### src/rtl/eeprom_pkg.sv
package eeprom_pkg;

    // control byte is {DEV_CODE, page, rw}
    localparam logic [3:0] DEV_CODE = 4'b1010;
    localparam logic       RW_WRITE = 1'b0;
    localparam logic       RW_READ  = 1'b1;

    typedef struct packed {
        logic [2:0] page;    // goes into the control byte
        logic [7:0] offset;  // sent as word address
    } eeprom_addr_s;

    typedef union packed {
        logic [10:0]  raw;
        eeprom_addr_s f;
    } eeprom_addr_u;

    typedef struct packed {
        logic         wr;
        eeprom_addr_u addr;
        logic [7:0]   wdata;
    } eeprom_req_t;

    // start doubles as repeated start
    typedef enum logic [1:0] {
        OP_START,
        OP_WRITE,
        OP_READ,
        OP_STOP
    } bus_op_e;

    typedef struct packed {
        bus_op_e    op;
        logic [7:0] data;
        logic       ack;  // level driven after a read byte, 1 = nack
    } bus_cmd_t;

endpackage

### src/rtl/eeprom_req_regs.sv
`timescale 1ns/100ps

module eeprom_req_regs
    import eeprom_pkg::*;
(
    input  logic        CLK,
    input  logic        RESET,
    input  logic        wr,
    input  logic        rd,
    input  logic [10:0] addr,
    input  logic [7:0]  wdata,
    output logic        start,
    output eeprom_req_t req,
    input  logic        done,
    input  logic        nack_seen,
    input  logic [7:0]  seq_rdata,
    output logic        busy,
    output logic        ack,
    output logic        nack_err,
    output logic [7:0]  rdata
);

    logic accept;

    assign accept = !busy && (wr || rd); // strobes while busy are dropped

    always_ff @(posedge CLK) begin
        if (RESET) begin
            start    <= 1'b0;
            busy     <= 1'b0;
            ack      <= 1'b0;
            nack_err <= 1'b0;
        end else begin
            start <= accept;
            ack   <= done;
            if (accept) begin
                busy <= 1'b1;
            end else if (done) begin
                busy     <= 1'b0;
                nack_err <= nack_seen;
            end
        end
    end

    // request and read data
    always_ff @(posedge CLK) begin
        if (accept) begin
            req.wr       <= wr; // write wins over read
            req.addr.raw <= addr;
            req.wdata    <= wdata;
        end
        if (done && !nack_seen && !req.wr)
            rdata <= seq_rdata;
    end

    a_ack_after_busy: assert property (@(posedge CLK) disable iff (RESET)
        ack |-> $past(busy));

endmodule

### src/rtl/eeprom_seq_ctrl.sv
`timescale 1ns/100ps

module eeprom_seq_ctrl
    import eeprom_pkg::*;
(
    input  logic        CLK,
    input  logic        RESET,
    input  logic        start,
    input  eeprom_req_t req,
    output logic        done,
    output logic        nack_seen,
    output logic [7:0]  seq_rdata,
    output logic        cmd_valid,
    output bus_cmd_t    cmd,
    input  logic        op_done,
    input  logic [7:0]  rx_byte,
    input  logic        rx_ack
);

    localparam int NS        = 9;
    localparam int S_IDLE    = 0;
    localparam int S_START   = 1;
    localparam int S_CTRL_WR = 2;
    localparam int S_ADDR_WR = 3;
    localparam int S_DATA_WR = 4;
    localparam int S_RESTART = 5;
    localparam int S_CTRL_RD = 6;
    localparam int S_DATA_RD = 7;
    localparam int S_STOP    = 8;

    logic [NS-1:0] state;
    logic [NS-1:0] state_nxt;
    logic          tx_state;

    function automatic logic [NS-1:0] oh(input int idx);
        return NS'(1) << idx;
    endfunction

    // states that send a byte and expect the slave ack
    assign tx_state = state[S_CTRL_WR] | state[S_ADDR_WR] | state[S_DATA_WR] | state[S_CTRL_RD];

    always_comb begin
        state_nxt = state;
        case (1'b1)
            state[S_IDLE]:    if (start) state_nxt = oh(S_START);
            state[S_START]:   if (op_done) state_nxt = oh(S_CTRL_WR);
            state[S_CTRL_WR]: if (op_done) state_nxt = rx_ack ? oh(S_STOP) : oh(S_ADDR_WR);
            state[S_ADDR_WR]: begin
                if (op_done) begin
                    if (rx_ack)
                        state_nxt = oh(S_STOP);
                    else if (req.wr)
                        state_nxt = oh(S_DATA_WR);
                    else
                        state_nxt = oh(S_RESTART);
                end
            end
            state[S_DATA_WR]: if (op_done) state_nxt = oh(S_STOP);
            state[S_RESTART]: if (op_done) state_nxt = oh(S_CTRL_RD);
            state[S_CTRL_RD]: if (op_done) state_nxt = rx_ack ? oh(S_STOP) : oh(S_DATA_RD);
            state[S_DATA_RD]: if (op_done) state_nxt = oh(S_STOP);
            state[S_STOP]:    if (op_done) state_nxt = oh(S_IDLE);
            default:          state_nxt = oh(S_IDLE);
        endcase
    end

    // command follows the state, cmd_valid marks its first cycle
    always_comb begin
        cmd.op   = OP_STOP;
        cmd.data = 8'h00;
        cmd.ack  = 1'b1;
        case (1'b1)
            state[S_START], state[S_RESTART]: cmd.op = OP_START;
            state[S_CTRL_WR]: begin
                cmd.op   = OP_WRITE;
                cmd.data = {DEV_CODE, req.addr.f.page, RW_WRITE};
            end
            state[S_ADDR_WR]: begin
                cmd.op   = OP_WRITE;
                cmd.data = req.addr.f.offset;
            end
            state[S_DATA_WR]: begin
                cmd.op   = OP_WRITE;
                cmd.data = req.wdata;
            end
            state[S_CTRL_RD]: begin
                cmd.op   = OP_WRITE;
                cmd.data = {DEV_CODE, req.addr.f.page, RW_READ};
            end
            state[S_DATA_RD]: cmd.op = OP_READ; // single byte, ends with nack
            default: ;
        endcase
    end

    always_ff @(posedge CLK) begin
        if (RESET) begin
            state     <= oh(S_IDLE);
            cmd_valid <= 1'b0;
            done      <= 1'b0;
            nack_seen <= 1'b0;
        end else begin
            state     <= state_nxt;
            cmd_valid <= (state_nxt != state) && !state_nxt[S_IDLE];
            done      <= op_done && state[S_STOP];
            if (start)
                nack_seen <= 1'b0;
            else if (op_done && tx_state && rx_ack)
                nack_seen <= 1'b1;
        end
    end

    always_ff @(posedge CLK) begin
        if (op_done && state[S_DATA_RD])
            seq_rdata <= rx_byte;
    end

    a_state_onehot: assert property (@(posedge CLK) disable iff (RESET)
        $onehot(state));

endmodule

### src/rtl/eeprom_bit_engine.sv
`timescale 1ns/100ps

module eeprom_bit_engine
    import eeprom_pkg::*;
#(
    parameter int SCL_HALF = 4
) (
    input  logic       CLK,
    input  logic       RESET,
    input  logic       cmd_valid,
    input  bus_cmd_t   cmd,
    output logic       op_done,
    output logic [7:0] rx_byte,
    output logic       rx_ack,
    output logic       scl,
    output logic       sda_oe,
    input  logic       sda_in
);

    localparam int             CW   = $clog2(SCL_HALF);
    localparam logic [CW-1:0] MID  = CW'(SCL_HALF / 2);
    localparam logic [CW-1:0] LAST = CW'(SCL_HALF - 1);

    logic          active;
    logic [CW-1:0] cnt;     // clk count within a half period
    logic [4:0]    half;    // even = scl low, odd = scl high
    logic [3:0]    bit_idx;
    logic [4:0]    last_half;
    logic          edge_op;
    logic          sda_nxt;
    bus_op_e       op_r;
    logic [7:0]    tx_sr;
    logic          ack_r;

    assign bit_idx   = half[4:1];
    assign edge_op   = (op_r == OP_START) || (op_r == OP_STOP);
    assign last_half = edge_op ? 5'd1 : 5'd17; // 2 halves or 9 scl periods

    // sda level at mid of the current half
    always_comb begin
        sda_nxt = sda_oe;
        case (op_r)
            OP_START: sda_nxt = half[0];  // release low, pull while scl high
            OP_STOP:  sda_nxt = !half[0];
            OP_WRITE: if (!half[0]) sda_nxt = (bit_idx < 4'd8) ? !tx_sr[7] : 1'b0;
            OP_READ:  if (!half[0]) sda_nxt = (bit_idx < 4'd8) ? 1'b0 : !ack_r;
            default: ;
        endcase
    end

    always_ff @(posedge CLK) begin
        if (RESET) begin
            active  <= 1'b0;
            op_done <= 1'b0;
            scl     <= 1'b1;
            sda_oe  <= 1'b0;
            cnt     <= '0;
            half    <= '0;
        end else begin
            op_done <= 1'b0;
            if (cmd_valid && !active) begin
                active <= 1'b1;
                cnt    <= '0;
                half   <= '0;
            end else if (active) begin
                if (cnt == '0)
                    scl <= half[0];
                if (cnt == MID)
                    sda_oe <= sda_nxt;
                if (cnt == LAST) begin
                    cnt <= '0;
                    if (half == last_half) begin
                        active  <= 1'b0;
                        op_done <= 1'b1;
                    end else begin
                        half <= half + 5'd1;
                    end
                end else begin
                    cnt <= cnt + 1'b1;
                end
            end
        end
    end

    // shift registers, msb first
    always_ff @(posedge CLK) begin
        if (cmd_valid && !active) begin
            op_r  <= cmd.op;
            tx_sr <= cmd.data;
            ack_r <= cmd.ack;
        end else if (active && cnt == MID && !edge_op && bit_idx < 4'd8) begin
            if (!half[0])
                tx_sr <= {tx_sr[6:0], 1'b0};
            else
                rx_byte <= {rx_byte[6:0], sda_in}; // mid of scl high
        end
        if (active && cnt == MID && !edge_op && half[0] && bit_idx == 4'd8)
            rx_ack <= sda_in;
    end

    a_no_cmd_busy: assert property (@(posedge CLK) disable iff (RESET)
        cmd_valid |-> !active);

    // data only moves while scl is low, start and stop excepted
    a_sda_stable: assert property (@(posedge CLK) disable iff (RESET)
        (scl && $past(scl) && !$past(active && edge_op)) |-> $stable(sda_oe));

endmodule

### src/rtl/eeprom_wr_top.sv
`timescale 1ns/100ps

module eeprom_wr_top
    import eeprom_pkg::*;
#(
    parameter int SCL_HALF = 4
) (
    input  logic        CLK,
    input  logic        RESET,
    input  logic        wr,
    input  logic        rd,
    input  logic [10:0] addr,
    input  logic [7:0]  wdata,
    output logic        busy,
    output logic        ack,
    output logic        nack_err,
    output logic [7:0]  rdata,
    output logic        scl,
    output logic        sda_oe,
    input  logic        sda_in
);

    logic        start;
    eeprom_req_t req;
    logic        done;
    logic        nack_seen;
    logic [7:0]  seq_rdata;
    logic        cmd_valid;
    bus_cmd_t    cmd;
    logic        op_done;
    logic [7:0]  rx_byte;
    logic        rx_ack;

    eeprom_req_regs eeprom_req_regs_i (
        .CLK       (CLK),
        .RESET     (RESET),
        .wr        (wr),
        .rd        (rd),
        .addr      (addr),
        .wdata     (wdata),
        .start     (start),
        .req       (req),
        .done      (done),
        .nack_seen (nack_seen),
        .seq_rdata (seq_rdata),
        .busy      (busy),
        .ack       (ack),
        .nack_err  (nack_err),
        .rdata     (rdata)
    );

    eeprom_seq_ctrl eeprom_seq_ctrl_i (
        .CLK       (CLK),
        .RESET     (RESET),
        .start     (start),
        .req       (req),
        .done      (done),
        .nack_seen (nack_seen),
        .seq_rdata (seq_rdata),
        .cmd_valid (cmd_valid),
        .cmd       (cmd),
        .op_done   (op_done),
        .rx_byte   (rx_byte),
        .rx_ack    (rx_ack)
    );

    eeprom_bit_engine #(
        .SCL_HALF (SCL_HALF)
    ) eeprom_bit_engine_i (
        .CLK       (CLK),
        .RESET     (RESET),
        .cmd_valid (cmd_valid),
        .cmd       (cmd),
        .op_done   (op_done),
        .rx_byte   (rx_byte),
        .rx_ack    (rx_ack),
        .scl       (scl),
        .sda_oe    (sda_oe),
        .sda_in    (sda_in)
    );

endmodule

### config.mk
export PLATFORM = sky130hd
export DESIGN_NAME = eeprom_wr_top
export DESIGN_NICKNAME = d
export VERILOG_FILES = /design/src/rtl/eeprom_pkg.sv /design/src/rtl/eeprom_req_regs.sv /design/src/rtl/eeprom_seq_ctrl.sv /design/src/rtl/eeprom_bit_engine.sv /design/src/rtl/eeprom_wr_top.sv
export SDC_FILE = /design/constraint.sdc
export NUM_CORES = 1
export LEC_CHECK = 0
export ABC_AREA = 1
export BUFFER_PORTS_ARGS = -buffer_cell sky130_fd_sc_hd__buf_2
export CORE_ASPECT_RATIO = 1.5
export CORE_MARGIN = 4
export CORE_UTILIZATION = 25
export CTS_CLUSTER_DIAMETER = 80
export DETAILED_ROUTE_END_ITERATION = 8
export PLACE_DENSITY = 0.41
export SLEW_MARGIN = 20
export SYNTH_ARGS = -nofsm -noshare
export SYNTH_HDL_FRONTEND = slang
export SYNTH_SLANG_ARGS = --single-unit
### constraint.sdc
create_clock -name CLK -period 2.6 [get_ports CLK]
set_clock_uncertainty 0.2 [all_clocks]
set_input_delay 0.52 -clock CLK [delete_from_list [all_inputs] [get_ports CLK]]
set_output_delay 0.52 -clock CLK [all_outputs]
set_load 0.1 [all_outputs]
==> results_dict.tcl <==
set metrics [dict create \
    place_hpwl_mm 5.462 \
    crit_arrival_ns 1.80 \
    status "completed" \
    root_buffer "clkbuf_16" \
    yosysTopAreaCellShare_pct 47.79 \
    avgViaCountPerCell 4.347 \
    synth_top_family_by_area "simple AND/OR/NAND/NOR gates" \
    synth_top_cells_by_area "edfxtp_1 (48%), dfxtp_1 (16%), nand2_1 (8.0%), nor2_1 (4.2%), inv_1 (3.9%)" \
    io_pins 37 \
    crit_slowest_cell "nor2_1" \
    start_kind "flop" \
    grt_pass1_wl_mm 12.03 \
    clock_power_share_pct 46.4 \
    finalWorstSetupSlack_ns 0.5797 \
    crit_fanout 8 \
    synthXorXnorAreaFrac_pct 0.2534 \
    cts_tree "done" \
    cts_setup_buffers 0 \
    cts_sinks 82 \
    ctsResizeCount 0 \
    p_int_mw 2.361 \
    grt-ovfl-total 0 \
    clk_latency_ns 0.34 \
    max_freq_mhz 495.0 \
    wl_mm 7.314 \
    antenna_cells 0 \
    drt_first_pass_iters 4 \
    antenna_found_initial 0 \
    drtIter0Drc 88 \
    hold_buffers 0 \
    vdd_drop_max_mv 0.3251 \
    seqPwrFrac_pct 47.8 \
    grt_pass1_vias 2489 \
    cap_violations 0 \
    ant_nets 0 \
    synthDistinctLibCells 33 \
    post-route-period-util_pct 77.70 \
    setup-tns-final_ns 0 \
    cp_top_family "simple AND/OR/NAND/NOR gates" \
    ys_seq_area_share_pct 63.43 \
    rows 52 \
    synth_cells 345 \
    fin_nets 422 \
    cts_buffers 9 \
    slew_headroom_pct 60.26 \
    crit_type "reg -> reg" \
    reg2reg_slack_ns 0.58 \
    swShare_pct 23.15 \
    rsz0062_at_grt "no" \
    start_util_pct 25.54 \
    path_buf_inv 2 \
    netlist_area_sq_um 3456 \
    yosysTopAreaCell "edfxtp_1" \
    comb_power_share_pct 5.8 \
    hold_viol_final 0 \
    synth-simple-area-share_pct 17.85 \
    place_area_sq_um 3829 \
    place.port_buffers 36 \
    p_leak_nw 1.665 \
    yosys_warnings 0 \
    setup_viol 0 \
    synth_fa_ha_area_share_pct 3.259 \
    grt_max_degree 23 \
    htree_num_levels 3 \
    path_cells "inv_1, ha_1, inv_1, nor2_1, nand2_1, nor2_1" \
    p_switching_mw 0.7110 \
    syn2layout_area_growth_pct 20.46 \
    synth_nets 378 \
    dp.cells 540 \
    final_util_pct 30.76 \
    clock_path_buffers 2 \
    tightest_slew_ns 0.5938 \
    hp-class "in -> reg" \
    dp_slack_ns 0.5500 \
    wl_per_cell_microns 13.15 \
    clkTransAtPathRegs_ns 0.07 \
    gp_congestion 0.8207 \
    endpoint_kind "flop" \
    ys_ff_latch 82 \
    die_area_sq_um 15810 \
    post-route-min-period_ns 2.020 \
    die_h_microns 152.0 \
    whs_ns 0.1487 \
    slew_violations 0 \
    slowest_delay_ns 0.46 \
    synth_compound_area_share_pct 9.088 \
    required_ns 2.38 \
    track_usage_pct 9.624 \
    p_total_mw 3.071 \
    drive_gt1_share_pct 18.27 \
    power.density_nw_per_um2 737.9 \
    core-area_sq_um 13530 \
    syn_avg_cell_area_sq_um 10.02 \
    fin_area_sq_um 4163 \
    fp.dieW_microns 104.0 \
    final_cells 556 \
    num_vias 2417 \
    drc 0 \
    synth_mux_area_share_pct 0 \
]
-- cell type report --
| class | count | area [sq um] |
|---|---|---|
| flip-flops and latches | 82 | 2192 |
| fillers | 1423 | 9370 |
| repair buffers | 39 | 202.7 |
| clock inverters | 7 | 108.9 |
| inverters | 46 | 176.4 |
| multi-input cells | 211 | 1055 |
| well taps | 162 | 202.7 |
| clock buffers | 9 | 225.2 |
-- sequential cells by signal, summed over array words and instances, names as in the netlist, 2 cells and up --
register	cells
eeprom_req_regs_i.req	20
eeprom_req_regs_i.rdata	8
eeprom_bit_engine_i.tx_sr	8
eeprom_bit_engine_i.rx_byte	8
eeprom_bit_engine_i.cnt	2
eeprom_bit_engine_i.op_r	2
eeprom_seq_ctrl_i.state	9
eeprom_seq_ctrl_i.seq_rdata	8
eeprom_bit_engine_i.half	5
-- kinds of logic after synthesis --
logic type	count (synthesis)
buf+inv	52
xor+xnor	1
fa+ha+maj	9
simple gates	146
flops	82
compound gates	55
-- worst paths after layout --
check                                                    start                              to  depth (start not counted)
worst max-delay path               eeprom_bit_engine_i.op_r[0]  eeprom_bit_engine_i.rx_byte[1]                          6
worst min register to register  eeprom_seq_ctrl_i.seq_rdata[4]      eeprom_req_regs_i.rdata[4]                          0
worst max register to register     eeprom_bit_engine_i.op_r[0]  eeprom_bit_engine_i.rx_byte[1]                          6
worst min-delay path                                  wdata[3]        eeprom_req_regs_i.req[3]                          1
-- metal layers --
layer / routed length (microns) / up-vias / GRT usage [%]
met1: 2982 / 1114 / 10.69
met4: 197 / 0 / 5.513
met2: 3861 / 42 / 17.05
met5: 0 / - / 0
met3: 273 / 13 / 1.825
li1: - / 1248 / -
-- cell usage after synthesis --
cell,n
nor3b_1,1
clkinv_2,1
nand2_1,74
a22oi_1,2
a211oi_1,1
a21boi_0,1
dfxtp_1,27
a311o_1,2
nand4_1,3
ha_1,9
xor2_1,1
clkbuf_1,2
inv_2,8
inv_1,36
nor2_2,2
a22o_1,2
nand2_4,1
inv_4,1
nor2_1,39
nand3_1,18
o211ai_1,2
or2_2,1
o21ai_1,6
a21oi_1,17
o22ai_1,2
buf_2,1
o21ai_0,19
nor3_2,1
nor3_1,5
buf_4,3
nor2_4,1
edfxtp_1,55
o221ai_1,1
-- power by group through the flow --
| stage | Combinational [mW] | Sequential [mW] | Clock [mW] |
|---|---|---|---|
| floorplan | 0.110 | 1.51 | 0 |
| global placement | 0.178 | 1.50 | 0 |
| detailed placement | 0.181 | 1.50 | 0 |
| CTS | 0.182 | 1.47 | 1.47 |
| global route | 0.204 | 1.47 | 1.52 |
| finish | 0.177 | 1.47 | 1.43 |
-- cell usage in the layout, fill, tap and decap left out, drive strengths merged --
| cell type | netlist | final |
|---|---|---|
| o221ai | 1 | 1 |
| clkinv | 1 | 2 |
| nor2 | 42 | 42 |
| o21ai | 25 | 25 |
| ha | 9 | 9 |
| o211ai | 2 | 2 |
| xor2 | 1 | 1 |
| nand4 | 3 | 3 |
| or2 | 1 | 1 |
| nor3b | 1 | 1 |
| nor3 | 6 | 6 |
| a22o | 2 | 2 |
| inv | 45 | 49 |
| a211oi | 1 | 1 |
| nand2 | 75 | 75 |
| a311o | 2 | 2 |
| bufinv | 0 | 2 |
| a21boi | 1 | 1 |
| o22ai | 2 | 2 |
| clkbuf | 2 | 9 |
| dfxtp | 27 | 27 |
| a21oi | 17 | 17 |
| buf | 4 | 39 |
| edfxtp | 55 | 55 |
| a22oi | 2 | 2 |
| nand3 | 18 | 18 |
Power figures use the tool's default switching activity.
